===== src/design/periph_pkg.sv =====
/*
 * Bus types, address map and register offsets shared by the peripheral subsystem.
 * Design files refer to everything here by scoped name.
 */
package periph_pkg;

  typedef struct packed {
    logic        req;
    logic        we;
    logic [3:0]  be;
    logic [31:0] addr;
    logic [31:0] wdata;
  } obi_req_t;

  typedef struct packed {
    logic        gnt;
    logic        rvalid;
    logic        err;
    logic [31:0] rdata;
  } obi_resp_t;

  typedef struct packed {
    logic        valid;
    logic        write;
    logic [3:0]  wstrb;
    logic [31:0] addr;
    logic [31:0] wdata;
  } reg_req_t;

  typedef struct packed {
    logic        ready;
    logic        error;
    logic [31:0] rdata;
  } reg_rsp_t;

  // Targets behind the demux
  localparam int unsigned NUM_TARGETS = 3;
  localparam int unsigned TGT_SEL_W = $clog2(NUM_TARGETS);
  localparam int unsigned INTR_IDX = 0;
  localparam int unsigned GPIO_IDX = 1;
  localparam int unsigned EXT_IDX = 2;

  // 4 KiB windows on address bits 15:12
  localparam int unsigned WIN_LSB = 12;
  localparam int unsigned WIN_W = 4;
  localparam logic [WIN_W-1:0] INTR_WIN = 4'd0;
  localparam logic [WIN_W-1:0] GPIO_WIN = 4'd1;
  localparam logic [WIN_W-1:0] EXT_WIN = 4'd2;

  localparam logic [WIN_LSB-1:0] INTR_PENDING_OFS = 12'h000;
  localparam logic [WIN_LSB-1:0] INTR_ENABLE_OFS = 12'h004;
  localparam logic [WIN_LSB-1:0] INTR_CLAIM_OFS = 12'h008;
  localparam logic [WIN_LSB-1:0] INTR_MSIP_OFS = 12'h00C;

  localparam logic [WIN_LSB-1:0] GPIO_IN_OFS = 12'h000;
  localparam logic [WIN_LSB-1:0] GPIO_OUT_OFS = 12'h004;
  localparam logic [WIN_LSB-1:0] GPIO_OE_OFS = 12'h008;
  localparam logic [WIN_LSB-1:0] GPIO_IE_OFS = 12'h00C;
  localparam logic [WIN_LSB-1:0] GPIO_STATUS_OFS = 12'h010;

  typedef enum logic [1:0] {
    BR_IDLE,
    BR_ACCESS,
    BR_RESP
  } bridge_state_e;

  // Byte-lane merge of a register write
  function automatic logic [31:0] apply_wstrb(logic [31:0] old_val, logic [31:0] wdata,
                                              logic [3:0] wstrb);
    logic [31:0] res;
    res = old_val;
    for (int b = 0; b < 4; b++) begin
      if (wstrb[b])
        res[8*b +: 8] = wdata[8*b +: 8];
    end
    return res;
  endfunction

endpackage


===== src/design/obi_to_reg.sv =====
/*
 * OBI slave to register bus bridge, one transaction in flight at a time.
 * Grant in idle, one register access, then a single rvalid pulse.
 */
module obi_to_reg (
  input  logic                  clk_i,
  input  logic                  rst_n_i,
  input  periph_pkg::obi_req_t  obi_req_i,
  output periph_pkg::obi_resp_t obi_resp_o,
  output periph_pkg::reg_req_t  reg_req_o,
  input  periph_pkg::reg_rsp_t  reg_rsp_i
);

  periph_pkg::bridge_state_e state_q;
  periph_pkg::bridge_state_e state_d;

  logic        accept;
  logic        done;
  logic        we_q;
  logic [3:0]  be_q;
  logic [31:0] addr_q;
  logic [31:0] wdata_q;
  logic [31:0] rdata_q;
  logic        err_q;

  assign accept = obi_req_i.req && (state_q == periph_pkg::BR_IDLE);
  assign done = (state_q == periph_pkg::BR_ACCESS) && reg_rsp_i.ready;

  always_comb begin
    state_d = state_q;
    case (state_q)
      periph_pkg::BR_IDLE: begin
        if (accept)
          state_d = periph_pkg::BR_ACCESS;
      end
      periph_pkg::BR_ACCESS: begin
        // Held here while the target stalls
        if (reg_rsp_i.ready)
          state_d = periph_pkg::BR_RESP;
      end
      periph_pkg::BR_RESP: state_d = periph_pkg::BR_IDLE;
      default: state_d = periph_pkg::BR_IDLE;
    endcase
  end

  always_ff @(posedge clk_i or negedge rst_n_i) begin
    if (!rst_n_i) begin
      state_q <= periph_pkg::BR_IDLE;
      we_q    <= 1'b0;
      be_q    <= '0;
      addr_q  <= '0;
      wdata_q <= '0;
      rdata_q <= '0;
      err_q   <= 1'b0;
    end else begin
      state_q <= state_d;
      if (accept) begin
        we_q    <= obi_req_i.we;
        be_q    <= obi_req_i.be;
        addr_q  <= obi_req_i.addr;
        wdata_q <= obi_req_i.wdata;
      end
      if (done) begin
        rdata_q <= reg_rsp_i.rdata;
        err_q   <= reg_rsp_i.error;
      end
    end
  end

  assign obi_resp_o.gnt    = accept;
  assign obi_resp_o.rvalid = (state_q == periph_pkg::BR_RESP);
  assign obi_resp_o.err    = err_q;
  assign obi_resp_o.rdata  = rdata_q;

  assign reg_req_o.valid = (state_q == periph_pkg::BR_ACCESS);
  assign reg_req_o.write = we_q;
  assign reg_req_o.wstrb = be_q;
  assign reg_req_o.addr  = addr_q;
  assign reg_req_o.wdata = wdata_q;

endmodule


===== src/design/reg_demux.sv =====
/*
 * Register bus window decoder and demultiplexer.
 * Steers one access to its target and answers unmapped windows with an error.
 */
module reg_demux (
  input  periph_pkg::reg_req_t                              reg_req_i,
  output periph_pkg::reg_rsp_t                              reg_rsp_o,
  output periph_pkg::reg_req_t [periph_pkg::NUM_TARGETS-1:0] tgt_req_o,
  input  periph_pkg::reg_rsp_t [periph_pkg::NUM_TARGETS-1:0] tgt_rsp_i
);

  logic [periph_pkg::WIN_W-1:0]     win;
  logic [periph_pkg::TGT_SEL_W-1:0] sel;
  logic                             hit;

  assign win = reg_req_i.addr[periph_pkg::WIN_LSB +: periph_pkg::WIN_W];

  always_comb begin
    hit = 1'b1;
    sel = '0;
    case (win)
      periph_pkg::INTR_WIN: sel = periph_pkg::TGT_SEL_W'(periph_pkg::INTR_IDX);
      periph_pkg::GPIO_WIN: sel = periph_pkg::TGT_SEL_W'(periph_pkg::GPIO_IDX);
      periph_pkg::EXT_WIN:  sel = periph_pkg::TGT_SEL_W'(periph_pkg::EXT_IDX);
      default: hit = 1'b0;
    endcase
  end

  // Every target sees the payload and only the selected one sees valid
  always_comb begin
    for (int t = 0; t < periph_pkg::NUM_TARGETS; t++) begin
      tgt_req_o[t]       = reg_req_i;
      tgt_req_o[t].valid = reg_req_i.valid && hit &&
                           (sel == periph_pkg::TGT_SEL_W'(t));
    end
  end

  always_comb begin
    if (hit) begin
      reg_rsp_o = tgt_rsp_i[sel];
    end else begin
      // Unmapped window answers with an immediate error
      reg_rsp_o.ready = 1'b1;
      reg_rsp_o.error = 1'b1;
      reg_rsp_o.rdata = '0;
    end
  end

endmodule


===== src/design/intr_ctrl.sv =====
/*
 * Reduced PLIC-style interrupt controller with enable, pending, claim and complete.
 * Also holds the software interrupt bit for the core.
 */
module intr_ctrl #(
  parameter int unsigned NUM_SRC = 21
) (
  input  logic                 clk_i,
  input  logic                 rst_n_i,
  input  periph_pkg::reg_req_t reg_req_i,
  output periph_pkg::reg_rsp_t reg_rsp_o,
  input  logic [NUM_SRC-1:0]   intr_src_i,
  output logic                 irq_o,
  output logic                 msip_o
);

  localparam int unsigned ID_W = $clog2(NUM_SRC);

  logic [periph_pkg::WIN_LSB-1:0] ofs;
  logic                           wr_en;
  logic                           rd_en;
  logic [NUM_SRC-1:0]             pending_q;
  logic [NUM_SRC-1:0]             enable_q;
  logic [NUM_SRC-1:0]             in_service_q;
  logic                           msip_q;
  logic                           irq_q;
  logic [NUM_SRC-1:0]             active;
  logic [ID_W-1:0]                claim_id;
  logic [NUM_SRC-1:0]             claim_mask;
  logic [NUM_SRC-1:0]             complete_mask;
  logic [31:0]                    enable_wr;

  assign ofs   = reg_req_i.addr[periph_pkg::WIN_LSB-1:0];
  assign wr_en = reg_req_i.valid && reg_req_i.write;
  assign rd_en = reg_req_i.valid && !reg_req_i.write;

  assign active    = pending_q & enable_q;
  assign enable_wr = periph_pkg::apply_wstrb(32'(enable_q), reg_req_i.wdata, reg_req_i.wstrb);

  // Lowest pending-and-enabled ID wins and 0 means none
  always_comb begin
    claim_id = '0;
    for (int i = NUM_SRC - 1; i > 0; i--) begin
      if (active[i])
        claim_id = ID_W'(i);
    end
  end

  always_comb begin
    claim_mask = '0;
    if (rd_en && ofs == periph_pkg::INTR_CLAIM_OFS && claim_id != '0)
      claim_mask[claim_id] = 1'b1;
  end

  always_comb begin
    complete_mask = '0;
    if (wr_en && ofs == periph_pkg::INTR_CLAIM_OFS && reg_req_i.wdata < 32'(NUM_SRC))
      complete_mask[reg_req_i.wdata[ID_W-1:0]] = 1'b1;
  end

  always_ff @(posedge clk_i or negedge rst_n_i) begin
    if (!rst_n_i) begin
      pending_q    <= '0;
      enable_q     <= '0;
      in_service_q <= '0;
      msip_q       <= 1'b0;
      irq_q        <= 1'b0;
    end else begin
      // A level source is blocked while its ID is in service
      pending_q    <= (pending_q | (intr_src_i & ~in_service_q)) & ~claim_mask;
      in_service_q <= (in_service_q & ~complete_mask) | claim_mask;
      if (wr_en && ofs == periph_pkg::INTR_ENABLE_OFS)
        enable_q <= enable_wr[NUM_SRC-1:0];
      if (wr_en && ofs == periph_pkg::INTR_MSIP_OFS && reg_req_i.wstrb[0])
        msip_q <= reg_req_i.wdata[0];
      irq_q <= |active;
    end
  end

  always_comb begin
    reg_rsp_o.ready = reg_req_i.valid;
    reg_rsp_o.error = 1'b0;
    case (ofs)
      periph_pkg::INTR_PENDING_OFS: reg_rsp_o.rdata = 32'(pending_q);
      periph_pkg::INTR_ENABLE_OFS:  reg_rsp_o.rdata = 32'(enable_q);
      periph_pkg::INTR_CLAIM_OFS:   reg_rsp_o.rdata = 32'(claim_id);
      periph_pkg::INTR_MSIP_OFS:    reg_rsp_o.rdata = {31'b0, msip_q};
      default:                      reg_rsp_o.rdata = '0;
    endcase
  end

  assign irq_o  = irq_q;
  assign msip_o = msip_q;

endmodule


===== src/design/gpio.sv =====
/*
 * GPIO block with output, output enable and rising-edge interrupt registers.
 * Pins pass a two-flop synchronizer; STATUS is the interrupt vector.
 */
module gpio #(
  parameter int unsigned NUM_GPIO = 16
) (
  input  logic                 clk_i,
  input  logic                 rst_n_i,
  input  periph_pkg::reg_req_t reg_req_i,
  output periph_pkg::reg_rsp_t reg_rsp_o,
  input  logic [NUM_GPIO-1:0]  gpio_i,
  output logic [NUM_GPIO-1:0]  gpio_o,
  output logic [NUM_GPIO-1:0]  gpio_oe_o,
  output logic [NUM_GPIO-1:0]  intr_o
);

  logic [periph_pkg::WIN_LSB-1:0] ofs;
  logic                           wr_en;
  logic [NUM_GPIO-1:0]            sync1_q;
  logic [NUM_GPIO-1:0]            sync2_q;
  logic [NUM_GPIO-1:0]            prev_q;
  logic [NUM_GPIO-1:0]            out_q;
  logic [NUM_GPIO-1:0]            oe_q;
  logic [NUM_GPIO-1:0]            ie_q;
  logic [NUM_GPIO-1:0]            status_q;
  logic [NUM_GPIO-1:0]            rise;
  logic [NUM_GPIO-1:0]            status_clr;
  logic [31:0]                    out_wr;
  logic [31:0]                    oe_wr;
  logic [31:0]                    ie_wr;
  logic [31:0]                    clr_wr;

  assign ofs   = reg_req_i.addr[periph_pkg::WIN_LSB-1:0];
  assign wr_en = reg_req_i.valid && reg_req_i.write;

  assign out_wr = periph_pkg::apply_wstrb(32'(out_q), reg_req_i.wdata, reg_req_i.wstrb);
  assign oe_wr  = periph_pkg::apply_wstrb(32'(oe_q), reg_req_i.wdata, reg_req_i.wstrb);
  assign ie_wr  = periph_pkg::apply_wstrb(32'(ie_q), reg_req_i.wdata, reg_req_i.wstrb);
  // W1C only on strobed lanes
  assign clr_wr = periph_pkg::apply_wstrb('0, reg_req_i.wdata, reg_req_i.wstrb);

  assign rise = sync2_q & ~prev_q;
  assign status_clr = (wr_en && ofs == periph_pkg::GPIO_STATUS_OFS) ?
                      clr_wr[NUM_GPIO-1:0] : '0;

  always_ff @(posedge clk_i or negedge rst_n_i) begin
    if (!rst_n_i) begin
      sync1_q  <= '0;
      sync2_q  <= '0;
      prev_q   <= '0;
      out_q    <= '0;
      oe_q     <= '0;
      ie_q     <= '0;
      status_q <= '0;
    end else begin
      sync1_q <= gpio_i;
      sync2_q <= sync1_q;
      prev_q  <= sync2_q;
      // A new edge wins over a clear in the same cycle
      status_q <= (status_q & ~status_clr) | (rise & ie_q);
      if (wr_en && ofs == periph_pkg::GPIO_OUT_OFS)
        out_q <= out_wr[NUM_GPIO-1:0];
      if (wr_en && ofs == periph_pkg::GPIO_OE_OFS)
        oe_q <= oe_wr[NUM_GPIO-1:0];
      if (wr_en && ofs == periph_pkg::GPIO_IE_OFS)
        ie_q <= ie_wr[NUM_GPIO-1:0];
    end
  end

  always_comb begin
    reg_rsp_o.ready = reg_req_i.valid;
    reg_rsp_o.error = 1'b0;
    case (ofs)
      periph_pkg::GPIO_IN_OFS:     reg_rsp_o.rdata = 32'(sync2_q);
      periph_pkg::GPIO_OUT_OFS:    reg_rsp_o.rdata = 32'(out_q);
      periph_pkg::GPIO_OE_OFS:     reg_rsp_o.rdata = 32'(oe_q);
      periph_pkg::GPIO_IE_OFS:     reg_rsp_o.rdata = 32'(ie_q);
      periph_pkg::GPIO_STATUS_OFS: reg_rsp_o.rdata = 32'(status_q);
      default:                     reg_rsp_o.rdata = '0;
    endcase
  end

  assign gpio_o    = out_q;
  assign gpio_oe_o = oe_q;
  assign intr_o    = status_q;

endmodule


===== src/design/peripheral_subsystem.sv =====
/*
 * Peripheral subsystem top: OBI bridge, window demux, interrupt controller and GPIO.
 * The third window leaves the subsystem as an external register port.
 */
module peripheral_subsystem #(
  parameter int unsigned NUM_GPIO = 16,
  parameter int unsigned NEXT_INT = 4
) (
  input  logic                  clk_i,
  input  logic                  rst_n_i,
  input  periph_pkg::obi_req_t  slave_req_i,
  output periph_pkg::obi_resp_t slave_resp_o,
  input  logic [NEXT_INT-1:0]   intr_ext_i,
  output logic                  irq_o,
  output logic                  msip_o,
  input  logic [NUM_GPIO-1:0]   gpio_i,
  output logic [NUM_GPIO-1:0]   gpio_o,
  output logic [NUM_GPIO-1:0]   gpio_oe_o,
  output periph_pkg::reg_req_t  ext_req_o,
  input  periph_pkg::reg_rsp_t  ext_rsp_i
);

  localparam int unsigned NUM_SRC = 1 + NUM_GPIO + NEXT_INT;

  periph_pkg::reg_req_t                              bus_req;
  periph_pkg::reg_rsp_t                              bus_rsp;
  periph_pkg::reg_req_t [periph_pkg::NUM_TARGETS-1:0] tgt_req;
  periph_pkg::reg_rsp_t [periph_pkg::NUM_TARGETS-1:0] tgt_rsp;
  logic [NUM_GPIO-1:0]                               gpio_intr;
  logic [NUM_SRC-1:0]                                intr_vector;

  // ID 0 is reserved as "no interrupt"
  assign intr_vector = {intr_ext_i, gpio_intr, 1'b0};

  assign ext_req_o = tgt_req[periph_pkg::EXT_IDX];
  assign tgt_rsp[periph_pkg::EXT_IDX] = ext_rsp_i;

  obi_to_reg i_obi_to_reg (
    .clk_i      (clk_i),
    .rst_n_i    (rst_n_i),
    .obi_req_i  (slave_req_i),
    .obi_resp_o (slave_resp_o),
    .reg_req_o  (bus_req),
    .reg_rsp_i  (bus_rsp)
  );

  reg_demux i_reg_demux (
    .reg_req_i (bus_req),
    .reg_rsp_o (bus_rsp),
    .tgt_req_o (tgt_req),
    .tgt_rsp_i (tgt_rsp)
  );

  intr_ctrl #(
    .NUM_SRC (NUM_SRC)
  ) i_intr_ctrl (
    .clk_i      (clk_i),
    .rst_n_i    (rst_n_i),
    .reg_req_i  (tgt_req[periph_pkg::INTR_IDX]),
    .reg_rsp_o  (tgt_rsp[periph_pkg::INTR_IDX]),
    .intr_src_i (intr_vector),
    .irq_o      (irq_o),
    .msip_o     (msip_o)
  );

  gpio #(
    .NUM_GPIO (NUM_GPIO)
  ) i_gpio (
    .clk_i     (clk_i),
    .rst_n_i   (rst_n_i),
    .reg_req_i (tgt_req[periph_pkg::GPIO_IDX]),
    .reg_rsp_o (tgt_rsp[periph_pkg::GPIO_IDX]),
    .gpio_i    (gpio_i),
    .gpio_o    (gpio_o),
    .gpio_oe_o (gpio_oe_o),
    .intr_o    (gpio_intr)
  );

endmodule


===== config.mk =====
export PLATFORM = sky130hd
export DESIGN_NAME = peripheral_subsystem
export DESIGN_NICKNAME = d
export VERILOG_FILES = /design/src/design/periph_pkg.sv /design/src/design/obi_to_reg.sv /design/src/design/reg_demux.sv /design/src/design/intr_ctrl.sv /design/src/design/gpio.sv /design/src/design/peripheral_subsystem.sv
export SDC_FILE = /design/constraint.sdc
export NUM_CORES = 1
export LEC_CHECK = 0
export BUFFER_PORTS_ARGS = -buffer_cell sky130_fd_sc_hd__buf_2
export CAP_MARGIN = 20
export CORE_UTILIZATION = 54
export DETAILED_ROUTE_END_ITERATION = 7
export PLACE_DENSITY = 0.84
export REMOVE_ABC_BUFFERS = 1
export SYNTH_ARGS = -nofsm -noshare
export SYNTH_HDL_FRONTEND = slang
export SYNTH_SLANG_ARGS = --single-unit

===== constraint.sdc =====
create_clock -name clk_i -period 3.3 [get_ports clk_i]
set_clock_uncertainty 0.2 [all_clocks]
set_input_delay 0.66 -clock clk_i [delete_from_list [all_inputs] [get_ports clk_i]]
set_output_delay 0.66 -clock clk_i [all_outputs]
set_load 0.02 [all_outputs]

==> results.md, run 1 <==
* DR vias/cell at between 6 and 7
* Post-synthesis adder-cell area fraction at 0%
* Die area at 0.02267 sq mm
* Clock Tree Root: clkbuf_16
* Worst-Skew Late Latency at ~0.56 ns
* Post-Synth Simple-Gate Area at under 10%
* Slew Viols, Final at 0
* Via Count at 9524
* Relative slew slack at 43.79%
* IO Pins at approximately 270
* Crit path max-delay family: simple AND/OR/NAND/NOR gates
* Met1 Usage GRT at 42.03%
* Slew of the pin with the lowest slew margin at 0.8401 ns
* Total grt overflow at 0
* Largest net degree at the start of global routing at 85
* First-pass GRT wire length at between 50000 and 60000 microns
* Final worst path period share at 93.97%
* Vias in the first global route at 9532
* Complex-gate fraction of the synthesized area at 14.48%
* Die height at roughly 150 microns
* RSZ-0062 raised after global routing: false
* Most Crowded Layer GR: met2
* GR Util met3 at 5.515%
* Placed inst area at 0.01371 sq mm
* Final Hold Violating Endpoints at 0
* Post-CTS Setup Inserts at 0
* GR Layer Usage met2 at roughly half
* Hold Crit Depth at 1
* Multiplexer area fraction after synthesis at 15.99%
* Initial core utilization at a little under three fifths
* Arrival time worst endpoint at 2.24 ns
* F_max at 322.5 MHz
* Worst r2r path cells at 6
* Share of cells above drive strength 1 at 40.20%
* Combinational family with the most area after synthesis: multiplexers
* Port bufs at 264
* Slowest cell on crit path: or4b_2
* Post-Synth XOR/XNOR Area at 0%
* Antenna violations before repair at 0
* Final wirelength at 34370 microns
* Synth warnings at 0
* Multi-input gate area at 0.004652 sq mm
* Min Tclk post-route at 3.101 ns
* Synthesized flop and latch total at 280
* Std cell rows at 53
* Endpoint class of the critical path: primary output
* Async SR Flop Fraction at 100.0%
* Number of cells on the critical path at 3
* Leakage power at 0.006953 uW
* Pwr Density at 701.6 mW/mm^2
* Most common cell after layout, fill and taps aside: dfrtp_1
* CP required at about 2.4 ns
* Hold_buf cts at 12
* Detail Route Antenna Nets at 0
* Seq/Total Area, Yosys at 58.79%
* Antenna fix cells at 0
* Post_cts resized at 0
* Status: complete, no violations
* Drt drc at 0
* Tot GR Track Use at 30.91%
* Gpl congestion at 0.9900
* Nets at 1380
* Synth Instances at 958
* Drt first pass iters at 5
* Core box area at 0.02135 sq mm
* Post-route cell area at 0.01478 sq mm
* Dpl ws at 0.2957 ns
* Fill cells at 1549
* Worst vdd ir at 0.4992 mV
* Slowest cell delay on critical path at 0.84 ns
* WS Path Type: reg2out
* WP buf/inv at 1
* Count of flip-flops with a built-in enable after synthesis at 0
* Syn Area/Cell at 12.44 sq um
* Die width at 150.6 microns
* Final setup margin at approximately 0.2 ns
* Routed len/inst at about 22 microns
* CTS tree: yes
* Crit path launch type: flop
* TritonCTS Buffers at 29
* Max Buffers Root-to-Sink at 3
* Maxcap violations at 0
* Layout area overhead at 24.01%
* Register area at around 0.0070 sq mm
* Worst path cell trace: or4b_2 -> nor2_1 -> buf_2
* HP Class: in2reg
* Ys flop type: dfrtp_1
* Starting DRC count in detailed routing at 781
* Syn Std Cell Area at 0.01192 sq mm
* Commonest cells after routing, fill and taps aside: dfrtp_1 (280), buf_2 (263), mux2_2 (155), nand2_1 (68), o21ai_0 (55)
* Setup violators final at 0
* Clock slew at reported path FFs at 0.06 ns
* Netlist cell types at 59
* H-tree depth at 1
* CP Max Fanout at 12
* Hpwl dp at 23990 microns
* Clock Sinks at 280
==> metal layers <==
metal | up-vias | part of all wire [%] | wire (microns)
met5 | - | 0 | 0
met4 | 0 | 2.9 | 1004
met3 | 82 | 8.5 | 2910
met2 | 482 | 48 | 16360
met1 | 4769 | 41 | 14100
li1 | 4191 | - | -
==> Yosys cell counts (all sizes together) (10+ instances only) <==
| cell type | count | share of area [%] |
|---|---|---|
| dfrtp | 280 | 59 |
| mux2 | 155 | 15 |
| nand2 | 68 | 2.1 |
| o21ai | 58 | 2.4 |
| a22oi | 47 | 3.0 |
| a21oi | 41 | 1.7 |
| clkbuf | 35 | 1.1 |
| a22o | 30 | 2.2 |
| nor2 | 25 | 0.79 |
| inv | 17 | 0.54 |
| mux2i | 16 | 1.3 |
| nand3 | 16 | 0.67 |
| o2bb2ai | 16 | 1.2 |
| o22ai | 14 | 0.73 |
| nor4 | 13 | 0.93 |
| buf | 12 | 0.61 |
| nand2b | 12 | 0.63 |
| nor2b | 10 | 0.52 |
==> final timing paths <==
check / from / to / slack [ns]
max in group asynchronous: rst_n_i / i_gpio.gpio_oe_o[11] / 1.58
min: gpio_i[1] / i_gpio.sync1_q[1] / 0.007
min in group asynchronous: rst_n_i / i_gpio.prev_q[0] / 0.47
min reg2reg: i_gpio.sync1_q[5] / i_gpio.sync2_q[5] / 0.15
max: i_obi_to_reg.addr_q[12] / ext_req_o[69] / 0.20
max reg2reg: i_obi_to_reg.addr_q[7] / i_intr_ctrl.in_service_q[8] / 0.24
==> power breakdown <==
group / total (uW) / internal, uW / switching [uW]
registers: 4470 / 3910 / 554
logic: 2690 / 1040 / 1650
clock network: 3220 / 1860 / 1360
total: 10400 / 6810 / 3560
==> layout make-up <==
class,count,area share [%]
Sequential cell,280,47.41
Multi-Input combinational cell,614,31.48
Clock buffer,46,6.019
Clock inverter,7,0.4318
Tap cell,275,2.328
Inverter,17,0.4318
Timing Repair Buffer,312,11.90
==> through the flow <==
| stage | utilization (%) | cells | power [uW] | hold WS [ns] | setup TNS [ns] |
|---|---|---|---|---|---|
| 6_report | 69.21 | 1551 | 10370 | 0.006885 | 0 |
| 5_1_grt | 69.21 | 1551 | 10780 | 0.006104 | 0 |
| 4_1_cts | 69.21 | 1551 | 10410 | 0.002438 | 0 |
| 3_5_place_dp | 64.19 | 1486 | 7182 | 0.1355 | 0 |
| 3_3_place_gp | 64.19 | 1486 | 7101 | 0.1320 | 0 |
| 2_1_floorplan | - | 911 | 5967 | 0.1312 | -270.70 |
==> state kept, by name (all words and copies together), names as in the netlist, 20 cells and up <==
name,count
i_obi_to_reg.addr_q,32
i_obi_to_reg.wdata_q,32
i_obi_to_reg.rdata_q,32
i_intr_ctrl.enable_q,21
i_intr_ctrl.in_service_q,20
i_intr_ctrl.pending_q,21
==> logic make-up after synthesis <==
logic type      after synthesis
simple gates                191
flops                       280
compound gates              252
mux                         171
buf+inv                      64
No activity file was read; power rests on OpenSTA's default activity.
==> run 2: changes to the inputs <==
Settings changed: CORE_ASPECT_RATIO set to 2.
==> run 2 against run 1 <==
Count of clock-buffer cells in the layout shrank 17. Die area grew 0.16%. Cell count shrank 0.90%. First-iteration DRC count shrank 14%. Design area shrank 0.47%. Clock power grew 2%. Worst hold slack gained 0.025 ns. Critical path type unchanged. Largest power group unchanged.
==> results.md, run 2 (synthesized netlist as in run 1, its figures left out) <==
* Setup violators final at 0 (unchanged)
* Worst vdd ir at 0.5744 mV (+15%)
* Die width at 107.0 microns (-29%)
* Max Buffers Root-to-Sink at 3 (unchanged)
* Detail Route Antenna Nets at 0 (unchanged)
* Final wirelength at 35600 microns (+3.6%)
* Vias in the first global route at 9826 (+3.1%)
* Port bufs at 264 (unchanged)
* Die height at 212.1 microns (+41%)
* Crit path launch type: flop
* Total grt overflow at 0 (unchanged)
* Slowest cell on crit path: or4b_2
* Core box area at 0.02159 sq mm (+1.1%)
* Nets at 1370 (-0.72%)
* Slew Viols, Final at 0 (unchanged)
* Via Count at 9502 (-0.23%)
* Slowest cell delay on critical path at 0.85 ns (about the same)
* Initial core utilization at 55.21% (-0.60 points)
* Int Power at 6974 uW (+2.5%)
* Pwr Density at 716.1 mW/mm^2 (+2.1%)
* TritonCTS Buffers at 25 (-14%)
* RSZ-0062 raised after global routing: false
* Largest net degree at the start of global routing at 87 (+2.4%)
* DR vias/cell at 6.182 (+0.68%)
* Clock Sinks at 280 (unchanged)
* Worst path cell trace: or4b_2 -> nor2_1 -> buf_2
* Drt drc at 0 (unchanged)
* First-pass GRT wire length at 53970 microns (+0.93%)
* Endpoint class of the critical path: primary output
* H-tree depth at 1 (unchanged)
* Switching Share at 33.80% (-0.56 points)
* Starting DRC count in detailed routing at 668 (-14%)
* Dpl ws at 0.3179 ns (+0.02211 ns)
* Clock power frac at 31.4% (+0.4 points)
* HP Start: gpio_i[0]
* Antenna violations before repair at 2 (+2)
* Maxcap violations at 0 (unchanged)
* Worst reg2reg path startpoint: i_obi_to_reg.addr_q[7]
* Die area at 0.02270 sq mm (+0.16%)
* HP Class: in2reg
* Final Power at 10530 uW (+1.6%)
* Comb pwr share at 26.5% (+0.6 points)
* Std cell rows at 76 (+43%)
* Arrival time worst endpoint at 2.22 ns (-0.02 ns)
* Post_cts resized at 0 (unchanged)
* NetSw at 3561 uW (about the same)
* Drt first pass iters at 5 (unchanged)
* Relative slew slack at 47.08% (+3.3 points)
* CP Max Fanout at 12 (unchanged)
* CP required at 2.44 ns (about the same)
* Commonest cells after routing, fill and taps aside: dfrtp_1 (280), buf_2 (263), mux2_2 (155), nand2_1 (68), o21ai_0 (55)
* Placed inst area at 0.01377 sq mm (+0.44%)
* Worst-Skew Late Latency at 0.54 ns (-0.02 ns)
* Clock Tree Root: clkbuf_16
* Reg power frac at 42.1% (-1.0 points)
* Fill cells at 1582 (+2.1%)
* Routed len/inst at 23.16 microns (+4.5%)
* F_max at 324.3 MHz (+0.58%)
* Tot GR Track Use at 31.64% (+0.73 points)
* IO Pins at 265 (unchanged)
* WS Path Type: reg2out
* Slew of the pin with the lowest slew margin at 0.7909 ns (-0.04918 ns)
* Fin util at 68.15% (-1.1 points)
* Leakage power at 0.006925 uW (-0.40%)
* CTS tree: yes
* Top Registers: i_obi_to_reg.addr_q: 32 flops, i_obi_to_reg.rdata_q: 32 flops, i_obi_to_reg.wdata_q: 32 flops
* Status: complete, no violations
* Share of cells above drive strength 1 at 40.81% (+0.60 points)
* Final setup margin at 0.2167 ns (+0.01786 ns)
* Final worst path period share at 93.43% (-0.54 points)
* Layout area overhead at 23.43%
* Hpwl dp at 25580 microns (+6.6%)
* Most common cell after layout, fill and taps aside: dfrtp_1
* Final Hold Violating Endpoints at 0 (unchanged)
* Setup crit start: i_obi_to_reg.addr_q[12]
* Min Tclk post-route at 3.083 ns (-0.01786 ns)
* Cells after DPL at 1489 (+0.20%)
* Post-route cell area at 0.01471 sq mm (-0.47%)
* Clock slew at reported path FFs at 0.07 ns (about the same)
* Finished Layout Cells at 1537 (-0.90%)
* Gpl congestion at 0.9325 (-5.8%)
## run 2: final timing paths
path / to / slack [ns] / depth (start not counted)
max: ext_req_o[69] / 0.22 / 3
min: i_gpio.sync1_q[0] / 0.03 / 1
max reg2reg: i_intr_ctrl.in_service_q[5] / 0.31 / 6
min reg2reg: i_gpio.sync2_q[6] / 0.15 / 0
max in group asynchronous: i_gpio.intr_o[13] / 1.49 / 3
min in group asynchronous: i_obi_to_reg.wdata_q[0] / 0.52 / 2
## run 2: final cells by class
| class | instances | area, sq um | share of cell area [%] |
|---|---|---|---|
| antenna | 2 | 5.005 | 0.03402 |
| tap | 273 | 341.6 | 2.322 |
| timing repair buffer | 306 | 1712 | 11.64 |
| clock buffer | 29 | 660.6 | 4.491 |
| clock inverter | 16 | 269.0 | 1.829 |
| inverter | 17 | 63.81 | 0.4338 |
| sequential | 280 | 7007 | 47.63 |
| multi-input combinational | 614 | 4652 | 31.62 |
## run 2: metal layers
| layer | global-route usage, % | wire length, microns | vias to the layer above |
|---|---|---|---|
| li1 | - | - | 4158 |
| met1 | 34.73 | 12510 | 4767 |
| met2 | 56.82 | 18910 | 431 |
| met3 | 3.771 | 1802 | 146 |
| met4 | 20.60 | 2383 | 0 |
| met5 | 0 | 0 | - |
## run 2: stage by stage
step	TNS, ns	hold slack, ns
2_1_floorplan	-270.70	0.1312
3_3_place_gp	0	0.1320
3_5_place_dp	0	0.1347
4_1_cts	0	0.01570
5_1_grt	0	0.02255
6_report	0	0.03155
## run 2: timing repair
action / 4_1_cts / 5_1_grt
endpoints found under the hold margin: 81 / 0
buffers inserted: 0 / 0
hold buffers: 1 / 0
## run 2: worst max-delay path, delay by kind of cell, from the launching register on
family	cells	cell delay, ns
DFF	1	0.55
and+or+nand+nor	2	0.97
buffers and inverters	1	0.17
## run 2: power by group through the flow
stage / registers, uW / clock network [uW] / logic (uW)
after floorplan: 5050 / 0 / 920
after global placement: 4450 / 0 / 2730
after detailed placement: 4490 / 0 / 2780
after CTS: 4430 / 3340 / 2800
after global routing: 4500 / 3450 / 2940
final: 4440 / 3300 / 2800
